File: config.mk
export PLATFORM = sky130hd
export DESIGN_NAME = ara_cluster_top
export DESIGN_NICKNAME = d
export VERILOG_FILES = /design/src/verilog/cluster_pkg.sv /design/src/verilog/op_pkg.sv /design/src/verilog/req_stream_if.sv /design/src/verilog/ara_cluster_top.sv /design/src/verilog/req_fork_node.sv /design/src/verilog/req_fork_tree.sv /design/src/verilog/resp_join_tree.sv /design/src/verilog/ring_spill.sv /design/src/verilog/vector_cluster.sv
export SDC_FILE = /design/constraint.sdc
export NUM_CORES = 1
export LEC_CHECK = 0
export BUFFER_PORTS_ARGS = -buffer_cell sky130_fd_sc_hd__buf_4
export CAP_MARGIN = 20
export CORE_MARGIN = 5
export CORE_UTILIZATION = 30
export CTS_CLUSTER_DIAMETER = 30
export DETAILED_ROUTE_END_ITERATION = 7
export PLACE_DENSITY_LB_ADDON = 0.1
export SETUP_SLACK_MARGIN = 0.2
export SYNTH_ARGS = -nofsm -noshare
export SYNTH_HDL_FRONTEND = slang
export SYNTH_SLANG_ARGS = --single-unit
File: constraint.sdc
create_clock -name clk_i -period 4.1 [get_ports clk_i]
set_input_delay 0.615 -clock clk_i [delete_from_list [all_inputs] [get_ports clk_i]]
set_output_delay 0.615 -clock clk_i [all_outputs]
set_load 0.02 [all_outputs]
File: src/verilog/cluster_pkg.sv
////////////////////////////////////////////////////////////////////////////
// Cluster system sizes
// Number of clusters, tree depth, element width and vector types
////////////////////////////////////////////////////////////////////////////

package cluster_pkg;

  // Must stay a power of two for the fork and join trees
  localparam int unsigned NrClusters = 4;
  localparam int unsigned NrLevels   = $clog2(NrClusters);
  localparam int unsigned ElemWidth  = 16;

  // One element per cluster
  typedef logic [ElemWidth-1:0] elem_t;

  // Whole vector, cluster 0 in the lowest bits
  typedef logic [NrClusters*ElemWidth-1:0] vec_t;

  typedef logic [NrLevels-1:0] cluster_id_t;

endpackage : cluster_pkg

File: src/verilog/op_pkg.sv
////////////////////////////////////////////////////////////////////////////
// Vector operation encodings
// Operation codes and the request operand type
////////////////////////////////////////////////////////////////////////////

package op_pkg;

  import cluster_pkg::*;

  typedef logic [1:0] op_t;

  // Code 3 is unused and behaves as ADD
  localparam op_t OpSet   = 2'd0;
  localparam op_t OpAdd   = 2'd1;
  localparam op_t OpSlide = 2'd2;

  // Operand has the element width
  typedef logic [ElemWidth-1:0] operand_t;

endpackage : op_pkg

File: src/verilog/req_stream_if.sv
////////////////////////////////////////////////////////////////////////////
// Request stream
// Valid/ready link carrying one vector operation and its operand
////////////////////////////////////////////////////////////////////////////

interface req_stream_if import op_pkg::*; ();

  logic     valid;
  logic     ready;
  op_t      op;
  operand_t operand;

  // Upstream side
  modport sender (
    output valid,
    output op,
    output operand,
    input  ready
  );

  // Downstream side
  modport receiver (
    input  valid,
    input  op,
    input  operand,
    output ready
  );

endinterface : req_stream_if

File: src/verilog/ara_cluster_top.sv
////////////////////////////////////////////////////////////////////////////
// Vector cluster system
// Fork tree, vector clusters on a spill-cut ring, and the join tree
////////////////////////////////////////////////////////////////////////////

module ara_cluster_top import cluster_pkg::*; import op_pkg::*; (
  input  logic     clk_i,
  input  logic     reset_i,
  // Host request
  input  logic     req_valid_i,
  output logic     req_ready_o,
  input  op_t      req_op_i,
  input  operand_t req_operand_i,
  // Vector response
  output logic     resp_valid_o,
  input  logic     resp_ready_i,
  output vec_t     resp_data_o
);

  req_stream_if root_if ();
  req_stream_if leaf_if [NrClusters] ();

  // Ring links before and after the spill cuts
  logic  [NrClusters-1:0] ring_out_valid, ring_out_ready;
  logic  [NrClusters-1:0] ring_in_valid, ring_in_ready;
  elem_t [NrClusters-1:0] ring_out_data, ring_in_data;

  logic  [NrClusters-1:0] elem_valid, elem_ready;
  elem_t [NrClusters-1:0] elem_data;

  assign root_if.valid   = req_valid_i;
  assign root_if.op      = req_op_i;
  assign root_if.operand = req_operand_i;
  assign req_ready_o     = root_if.ready;

  req_fork_tree i_req_fork_tree (
    .clk_i  (clk_i  ),
    .reset_i(reset_i),
    .root   (root_if),
    .leaves (leaf_if)
  );

  ////////////////////////////////////////////////////////////////////////////
  // Clusters and ring
  ////////////////////////////////////////////////////////////////////////////

  for (genvar i = 0; i < NrClusters; i++) begin : p_cluster
    vector_cluster #(
      .ClusterId(cluster_id_t'(i))
    ) i_vector_cluster (
      .clk_i       (clk_i            ),
      .reset_i     (reset_i          ),
      .req         (leaf_if[i]       ),
      .ring_valid_o(ring_out_valid[i]),
      .ring_data_o (ring_out_data[i] ),
      .ring_ready_i(ring_out_ready[i]),
      .ring_valid_i(ring_in_valid[i] ),
      .ring_data_i (ring_in_data[i]  ),
      .ring_ready_o(ring_in_ready[i] ),
      .resp_valid_o(elem_valid[i]    ),
      .resp_data_o (elem_data[i]     ),
      .resp_ready_i(elem_ready[i]    )
    );

    // Cut between cluster i and its right neighbour, last one wraps to 0
    ring_spill i_ring_spill (
      .clk_i  (clk_i                               ),
      .reset_i(reset_i                             ),
      .valid_i(ring_out_valid[i]                   ),
      .ready_o(ring_out_ready[i]                   ),
      .data_i (ring_out_data[i]                    ),
      .valid_o(ring_in_valid[(i + 1) % NrClusters] ),
      .ready_i(ring_in_ready[(i + 1) % NrClusters] ),
      .data_o (ring_in_data[(i + 1) % NrClusters]  )
    );
  end

  resp_join_tree i_resp_join_tree (
    .clk_i       (clk_i       ),
    .reset_i     (reset_i     ),
    .elem_valid_i(elem_valid  ),
    .elem_ready_o(elem_ready  ),
    .elem_data_i (elem_data   ),
    .resp_valid_o(resp_valid_o),
    .resp_data_o (resp_data_o ),
    .resp_ready_i(resp_ready_i)
  );

endmodule : ara_cluster_top

File: src/verilog/req_fork_node.sv
////////////////////////////////////////////////////////////////////////////
// Request fork node
// Registers one request and broadcasts it to two children
////////////////////////////////////////////////////////////////////////////

module req_fork_node import op_pkg::*; (
  input  logic           clk_i,
  input  logic           reset_i,
  req_stream_if.receiver in,
  req_stream_if.sender   out_a,
  req_stream_if.sender   out_b
);

  // One pending bit per child
  logic     pend_a_q;
  logic     pend_b_q;
  op_t      op_q;
  operand_t operand_q;
  logic     accept;

  // New request only once both children have taken the old one
  assign in.ready = ~pend_a_q & ~pend_b_q;
  assign accept   = in.valid & in.ready;

  always_ff @(posedge clk_i) begin
    if (reset_i) begin
      pend_a_q <= 1'b0;
      pend_b_q <= 1'b0;
    end else if (accept) begin
      pend_a_q <= 1'b1;
      pend_b_q <= 1'b1;
    end else begin
      if (out_a.ready) pend_a_q <= 1'b0;
      if (out_b.ready) pend_b_q <= 1'b0;
    end
  end

  always_ff @(posedge clk_i) begin
    if (accept) begin
      op_q      <= in.op;
      operand_q <= in.operand;
    end
  end

  // Same payload on both sides
  assign out_a.valid   = pend_a_q;
  assign out_a.op      = op_q;
  assign out_a.operand = operand_q;
  assign out_b.valid   = pend_b_q;
  assign out_b.op      = op_q;
  assign out_b.operand = operand_q;

endmodule : req_fork_node

File: src/verilog/req_fork_tree.sv
////////////////////////////////////////////////////////////////////////////
// Request fork tree
// Binary tree of fork nodes from the host request to every cluster
////////////////////////////////////////////////////////////////////////////

module req_fork_tree import cluster_pkg::*; (
  input  logic           clk_i,
  input  logic           reset_i,
  req_stream_if.receiver root,
  req_stream_if.sender   leaves [NrClusters]
);

  // Heap numbering, link k feeds links 2k and 2k+1
  req_stream_if links [1:2*NrClusters-1] ();

  assign links[1].valid   = root.valid;
  assign links[1].op      = root.op;
  assign links[1].operand = root.operand;
  assign root.ready       = links[1].ready;

  for (genvar l = 0; l < NrLevels; l++) begin : p_level
    for (genvar n = 0; n < (1 << l); n++) begin : p_fork
      localparam int unsigned Idx = (1 << l) + n;

      req_fork_node i_fork_node (
        .clk_i  (clk_i          ),
        .reset_i(reset_i        ),
        .in     (links[Idx]     ),
        .out_a  (links[2*Idx]   ),
        .out_b  (links[2*Idx+1] )
      );
    end
  end

  // Last level of links goes out to the clusters
  for (genvar i = 0; i < NrClusters; i++) begin : p_leaf
    assign leaves[i].valid           = links[NrClusters+i].valid;
    assign leaves[i].op              = links[NrClusters+i].op;
    assign leaves[i].operand         = links[NrClusters+i].operand;
    assign links[NrClusters+i].ready = leaves[i].ready;
  end

endmodule : req_fork_tree

File: src/verilog/resp_join_tree.sv
////////////////////////////////////////////////////////////////////////////
// Response join tree
// Registered binary tree merging cluster answers into one vector
////////////////////////////////////////////////////////////////////////////

module resp_join_tree import cluster_pkg::*; (
  input  logic                   clk_i,
  input  logic                   reset_i,
  input  logic  [NrClusters-1:0] elem_valid_i,
  output logic  [NrClusters-1:0] elem_ready_o,
  input  elem_t [NrClusters-1:0] elem_data_i,
  output logic                   resp_valid_o,
  output vec_t                   resp_data_o,
  input  logic                   resp_ready_i
);

  // Each level covers the whole vector, node n at the matching slice
  vec_t                    lvl_data [NrLevels+1];
  // Heap numbering, node 1 is the root and leaves start at NrClusters
  logic [2*NrClusters-1:1] node_valid;
  logic [2*NrClusters-1:1] node_ready;

  assign lvl_data[0] = elem_data_i;

  for (genvar i = 0; i < NrClusters; i++) begin : p_leaf
    assign node_valid[NrClusters+i] = elem_valid_i[i];
    assign elem_ready_o[i]          = node_ready[NrClusters+i];
  end

  for (genvar l = 1; l <= NrLevels; l++) begin : p_level
    localparam int unsigned NodeWidth = ElemWidth << l;
    localparam int unsigned NrNodes   = NrClusters >> l;

    for (genvar n = 0; n < NrNodes; n++) begin : p_join
      localparam int unsigned Idx = NrNodes + n;

      logic                 valid_q;
      logic [NodeWidth-1:0] data_q;
      logic                 load;

      // Both children drain together
      assign load = node_valid[2*Idx] & node_valid[2*Idx+1] & (~valid_q | node_ready[Idx]);
      assign node_ready[2*Idx]   = load;
      assign node_ready[2*Idx+1] = load;

      always_ff @(posedge clk_i) begin
        if (reset_i)              valid_q <= 1'b0;
        else if (load)            valid_q <= 1'b1;
        else if (node_ready[Idx]) valid_q <= 1'b0;
      end

      // Lower child lands in the low half
      always_ff @(posedge clk_i) begin
        if (load) data_q <= lvl_data[l-1][n*NodeWidth +: NodeWidth];
      end

      assign node_valid[Idx]                       = valid_q;
      assign lvl_data[l][n*NodeWidth +: NodeWidth] = data_q;
    end
  end

  assign node_ready[1] = resp_ready_i;
  assign resp_valid_o  = node_valid[1];
  assign resp_data_o   = lvl_data[NrLevels];

endmodule : resp_join_tree

File: src/verilog/ring_spill.sv
////////////////////////////////////////////////////////////////////////////
// Ring spill register
// Two-slot cut on one ring link, registers data and ready
////////////////////////////////////////////////////////////////////////////

module ring_spill import cluster_pkg::*; (
  input  logic  clk_i,
  input  logic  reset_i,
  input  logic  valid_i,
  output logic  ready_o,
  input  elem_t data_i,
  output logic  valid_o,
  input  logic  ready_i,
  output elem_t data_o
);

  logic  a_full_q, b_full_q;
  elem_t a_data_q, b_data_q;
  logic  a_fill, a_drain;
  logic  b_fill, b_drain;

  // Slot A takes input, slot B holds the older entry on a stall
  assign a_fill  = valid_i & ready_o;
  assign a_drain = a_full_q & ~b_full_q;
  assign b_fill  = a_drain & ~ready_i;
  assign b_drain = b_full_q & ready_i;

  always_ff @(posedge clk_i) begin
    if (reset_i) begin
      a_full_q <= 1'b0;
      b_full_q <= 1'b0;
    end else begin
      if (a_fill | a_drain) a_full_q <= a_fill;
      if (b_fill | b_drain) b_full_q <= b_fill;
    end
  end

  always_ff @(posedge clk_i) begin
    if (a_fill) a_data_q <= data_i;
    if (b_fill) b_data_q <= a_data_q;
  end

  // Ready from state only
  assign ready_o = ~a_full_q | ~b_full_q;
  assign valid_o = a_full_q | b_full_q;
  assign data_o  = b_full_q ? b_data_q : a_data_q;

endmodule : ring_spill

File: src/verilog/vector_cluster.sv
////////////////////////////////////////////////////////////////////////////
// Vector cluster
// Holds one element and runs SET, ADD and SLIDE over the ring
////////////////////////////////////////////////////////////////////////////

module vector_cluster import cluster_pkg::*; import op_pkg::*; #(
  parameter cluster_id_t ClusterId = '0
) (
  input  logic           clk_i,
  input  logic           reset_i,
  // Request from the fork tree
  req_stream_if.receiver req,
  // Ring towards the right neighbour
  output logic           ring_valid_o,
  output elem_t          ring_data_o,
  input  logic           ring_ready_i,
  // Ring from the left neighbour
  input  logic           ring_valid_i,
  input  elem_t          ring_data_i,
  output logic           ring_ready_o,
  // Answer to the join tree
  output logic           resp_valid_o,
  output elem_t          resp_data_o,
  input  logic           resp_ready_i
);

  typedef enum logic [1:0] {
    Idle,
    SendRing,
    WaitRing,
    Respond
  } state_e;

  state_e state_q, state_d;
  elem_t  elem_q, elem_d;

  ////////////////////////////////////////////////////////////////////////////
  // Operation FSM
  ////////////////////////////////////////////////////////////////////////////

  always_comb begin
    state_d = state_q;
    elem_d  = elem_q;
    unique case (state_q)
      Idle: begin
        if (req.valid) begin
          unique case (req.op)
            OpSet: begin
              elem_d  = req.operand + elem_t'(ClusterId);
              state_d = Respond;
            end
            // Old element leaves first
            OpSlide: state_d = SendRing;
            default: begin
              elem_d  = elem_q + req.operand;
              state_d = Respond;
            end
          endcase
        end
      end
      SendRing: begin
        if (ring_ready_i) state_d = WaitRing;
      end
      WaitRing: begin
        if (ring_valid_i) begin
          elem_d  = ring_data_i;
          state_d = Respond;
        end
      end
      Respond: begin
        if (resp_ready_i) state_d = Idle;
      end
      default: state_d = Idle;
    endcase
  end

  always_ff @(posedge clk_i) begin
    if (reset_i) begin
      state_q <= Idle;
      elem_q  <= '0;
    end else begin
      state_q <= state_d;
      elem_q  <= elem_d;
    end
  end

  assign req.ready    = (state_q == Idle);
  assign ring_valid_o = (state_q == SendRing);
  assign ring_data_o  = elem_q;
  assign ring_ready_o = (state_q == WaitRing);
  assign resp_valid_o = (state_q == Respond);
  assign resp_data_o  = elem_q;

endmodule : vector_cluster
==> flow_metrics.env <==
export IMPL_highest_layer="met4"
export IMPL_ant_nets=0
export IMPL_antenna_found_initial=3
export IMPL_portBuffers=87
export IMPL_arrival_ns=3.93
export IMPL_synthArstFlopShare_pct=0
export IMPL_nets=1631
export IMPL_root_buffer="clkbuf_16"
export IMPL_dr_wl_met3_mm=2.151
export IMPL_end_kind="flip-flop"
export IMPL_worstMarginPinSlew_ns=1.015
export IMPL_yosysTopAreaCell="edfxtp_1"
export IMPL_maxCapViolations=0
export IMPL_final_core_util_pct=39.46
export IMPL_yosysWarningCount=0
export IMPL_routed_wl_mm=48.86
export IMPL_setup_viol=0
export IMPL_max_clock_path_buffers=3
export IMPL_die_h_um=252.2
export IMPL_synth_edf_count=310
export IMPL_synth_ff_type="edfxtp_1"
export IMPL_cts_sinks=399
export IMPL_worstSetupStartpointType="flip-flop"
export IMPL_finalHoldViolations=0
export IMPL_overflow=0
export IMPL_fin_crit_ns=3.406
export IMPL_clkLatencyLatePin_ns=0.62
export IMPL_cts_buffers=102
export IMPL_clk_pin_slew_ns=0.05
export IMPL_htree_levels=3
export IMPL_grt_pass1_vias=11670
export IMPL_ys_ff_latch=399
export IMPL_gp_congestion=0.7960
export IMPL_synth_avg_cell_area_um2=12.89
export IMPL_drcViolationCount=0
export IMPL_die_area_mm2=0.06359
export IMPL_status="completed"
export IMPL_power_density_mw_per_mm2=818.7
export IMPL_ys_types=72
export IMPL_firstDrtPassIters=5
export IMPL_core_mm2=0.05792
export IMPL_relSlewSlack_pct=32.23
export IMPL_synth_cells=1365
export IMPL_hp_class="in2reg"
export IMPL_synthTopCellsByArea="edfxtp_1 53%, dfxtp_1 10%, ha_1 5.5%, a21oi_1 3.6%, mux2i_1 2.7%"
export IMPL_post_cts_buffers=0
export IMPL_cts_resized=0
export IMPL_vias=11690
export IMPL_cp_required_ns=4.63
export IMPL_critPathKind="reg2reg"
export IMPL_max_freq_mhz=293.6
export IMPL_initial_core_util_pct=30.38
export IMPL_crit_fanout=16
export IMPL_slew_viol_final=0
export IMPL_tritoncts="done"
export IMPL_rsz0062_at_grt="false"
export IMPL_grt_start_max_net_pins=65
export IMPL_vdd_drop_max_mv=0.3512
export IMPL_synth_area_mm2=0.01760
export IMPL_via_per_inst=4.902
export IMPL_area_growth_pct=29.88
export IMPL_track_usage_pct=15.11
export IMPL_grt_pass1_wl_mm=73.60
export IMPL_postCtsHoldBufs=0
export IMPL_num_rows=88
export IMPL_yosysTopAreaCellShare_pct=52.90
export IMPL_wl_per_cell_um=20.49
export IMPL_drt_iter0_markers=642
export IMPL_finalCritPeriodShare_pct=83.08
export IMPL_io_pins=88
export IMPL_post_dp_hpwl_mm=33.83
export IMPL_fin_tns_setup_ns=0
export IMPL_finalClockSkew_ns=0.01731
export IMPL_wl_met1_mm=23.43
export IMPL_dieWidth_um=252.2
export IMPL_synth_fp_nets=1468
export IMPL_ys_seq_area_share_pct=63.03
export IMPL_met2_length_mm=22.02
export IMPL_power_leakage_nw=8.368
export IMPL_layout_drive_gt1_share_pct=20.64
-- worst max-delay path, stage by stage (launching register included) --
cell      delay (ns)
edfxtp_1        0.36
or2_1           0.46
nand2b_1        0.12
ha_1            0.27
fa_1            0.47
a211oi_1        0.35
o21ai_1         0.18
a311oi_1        0.54
a21boi_1        0.16
xnor2_1         0.17
a211oi_1        0.24
-- layout make-up --
type | count | area (um2)
fill | 5585 | 35060
clock buffer | 121 | 2769
timing repair buffer | 114 | 859.6
sequential | 399 | 11090
multi-input combinational | 884 | 6206
inverter | 27 | 101.3
antenna | 1 | 2.502
clock inverter | 73 | 867.1
tap | 765 | 957.2
-- worst paths after layout --
path | from | end | slack [ns] | cells after the start
max | flip-flop | p_cluster[1].i_vector_cluster.resp_data_o[12] | 0.69 | 10
min | req_operand_i[10] | flip-flop | 0.18 | 1
max reg2reg | flip-flop | p_cluster[1].i_vector_cluster.resp_data_o[12] | 0.69 | 10
min reg2reg | i_resp_join_tree.p_level[1].p_join[0].data_q[0] | i_resp_join_tree.resp_data_o[0] | 0.41 | 0
-- sequential cells by signal (all words and copies together) (netlist names) --
name and flops:
i_req_fork_tree.p_level.p_fork.i_fork_node.out_b.valid 3, p_cluster.i_vector_cluster.state_q 8, i_resp_join_tree.resp_valid_o 1, p_cluster.i_ring_spill.b_data_q 64, i_req_fork_tree.p_level.p_fork.i_fork_node.out_a.op 6, i_req_fork_tree.p_level.p_fork.i_fork_node.out_a.valid 3
i_resp_join_tree.resp_data_o 64, p_cluster.i_vector_cluster.resp_data_o 64, p_cluster.i_ring_spill.a_data_q 64, p_cluster.i_ring_spill.b_full_q 4, i_req_fork_tree.p_level.p_fork.i_fork_node.out_a.operand 48, i_resp_join_tree.p_level.p_join.data_q 64
p_cluster.i_ring_spill.a_full_q 4, i_resp_join_tree.p_level.p_join.valid_q 2
-- placed cells by master, fill, tap and decap left out, types with 13 or more instances in the layout --
cell type,count
mux2i_1,48
dfxtp_1,89
and2_1,31
nand2_1,79
a211oi_1,50
clkinv_4,16
clkinv_2,13
edfxtp_1,310
o21bai_1,14
bufinv_16,15
buf_4,113
inv_1,26
nor2_1,94
mux2_2,19
nor3_1,27
o21ai_0,28
a21o_1,18
nand2b_1,16
xor2_1,28
ha_1,77
clkbuf_16,106
nand3_1,15
xnor2_1,29
o21ai_1,28
a21oi_1,127
o211ai_1,20
-- cell families after synthesis --
group | share of synthesized area [%]
buf+inv | 1.891
xor+xnor | 2.837
compound gates | 14.03
fa+ha+maj | 5.930
mux | 3.947
simple gates | 8.334
flops | 63.03
-- Yosys cell counts (all sizes together) (15+ instances only) --
cell    instances
a211oi         54
a21o           18
a21oi         129
and2           33
buf            19
clkbuf         36
dfxtp          89
edfxtp        310
ha             77
inv            27
mux2           19
mux2i          48
nand2          81
nand2b         16
nand3          15
nor2           94
nor3           29
o211ai         20
o21ai          57
xnor2          29
xor2           28
-- where the power goes --
part           leakage [nW]  total (mW)  internal, mW  switching (mW)
clock network          1.76        8.30          5.77            2.53
logic                  3.01        4.39          1.70            2.70
registers              3.59        6.01          5.30           0.717
-- per-stage QoR --
step	cells	instance area, um2	total power, mW	hold WS (ns)	setup slack (ns)
CTS	2383	22850	18.96	0.1329	0.6555
detailed placement	2189	19210	10.51	0.4045	0.7332
global placement	2188	19200	10.49	0.4021	0.7973
floorplan	1365	17600	8.998	0.4003	1.103
finish	2384	22850	18.71	0.1764	0.6936
global route	2383	22850	19.71	0.1282	0.3723
-- metal layers --
metal / up-vias / global-route usage, %
li1: 5574 / -
met1: 5754 / 21.22
met2: 273 / 23.14
met3: 85 / 3.612
met4: 0 / 4.963
met5: - / 0
Note: power is estimated with default switching activity, not from simulation.
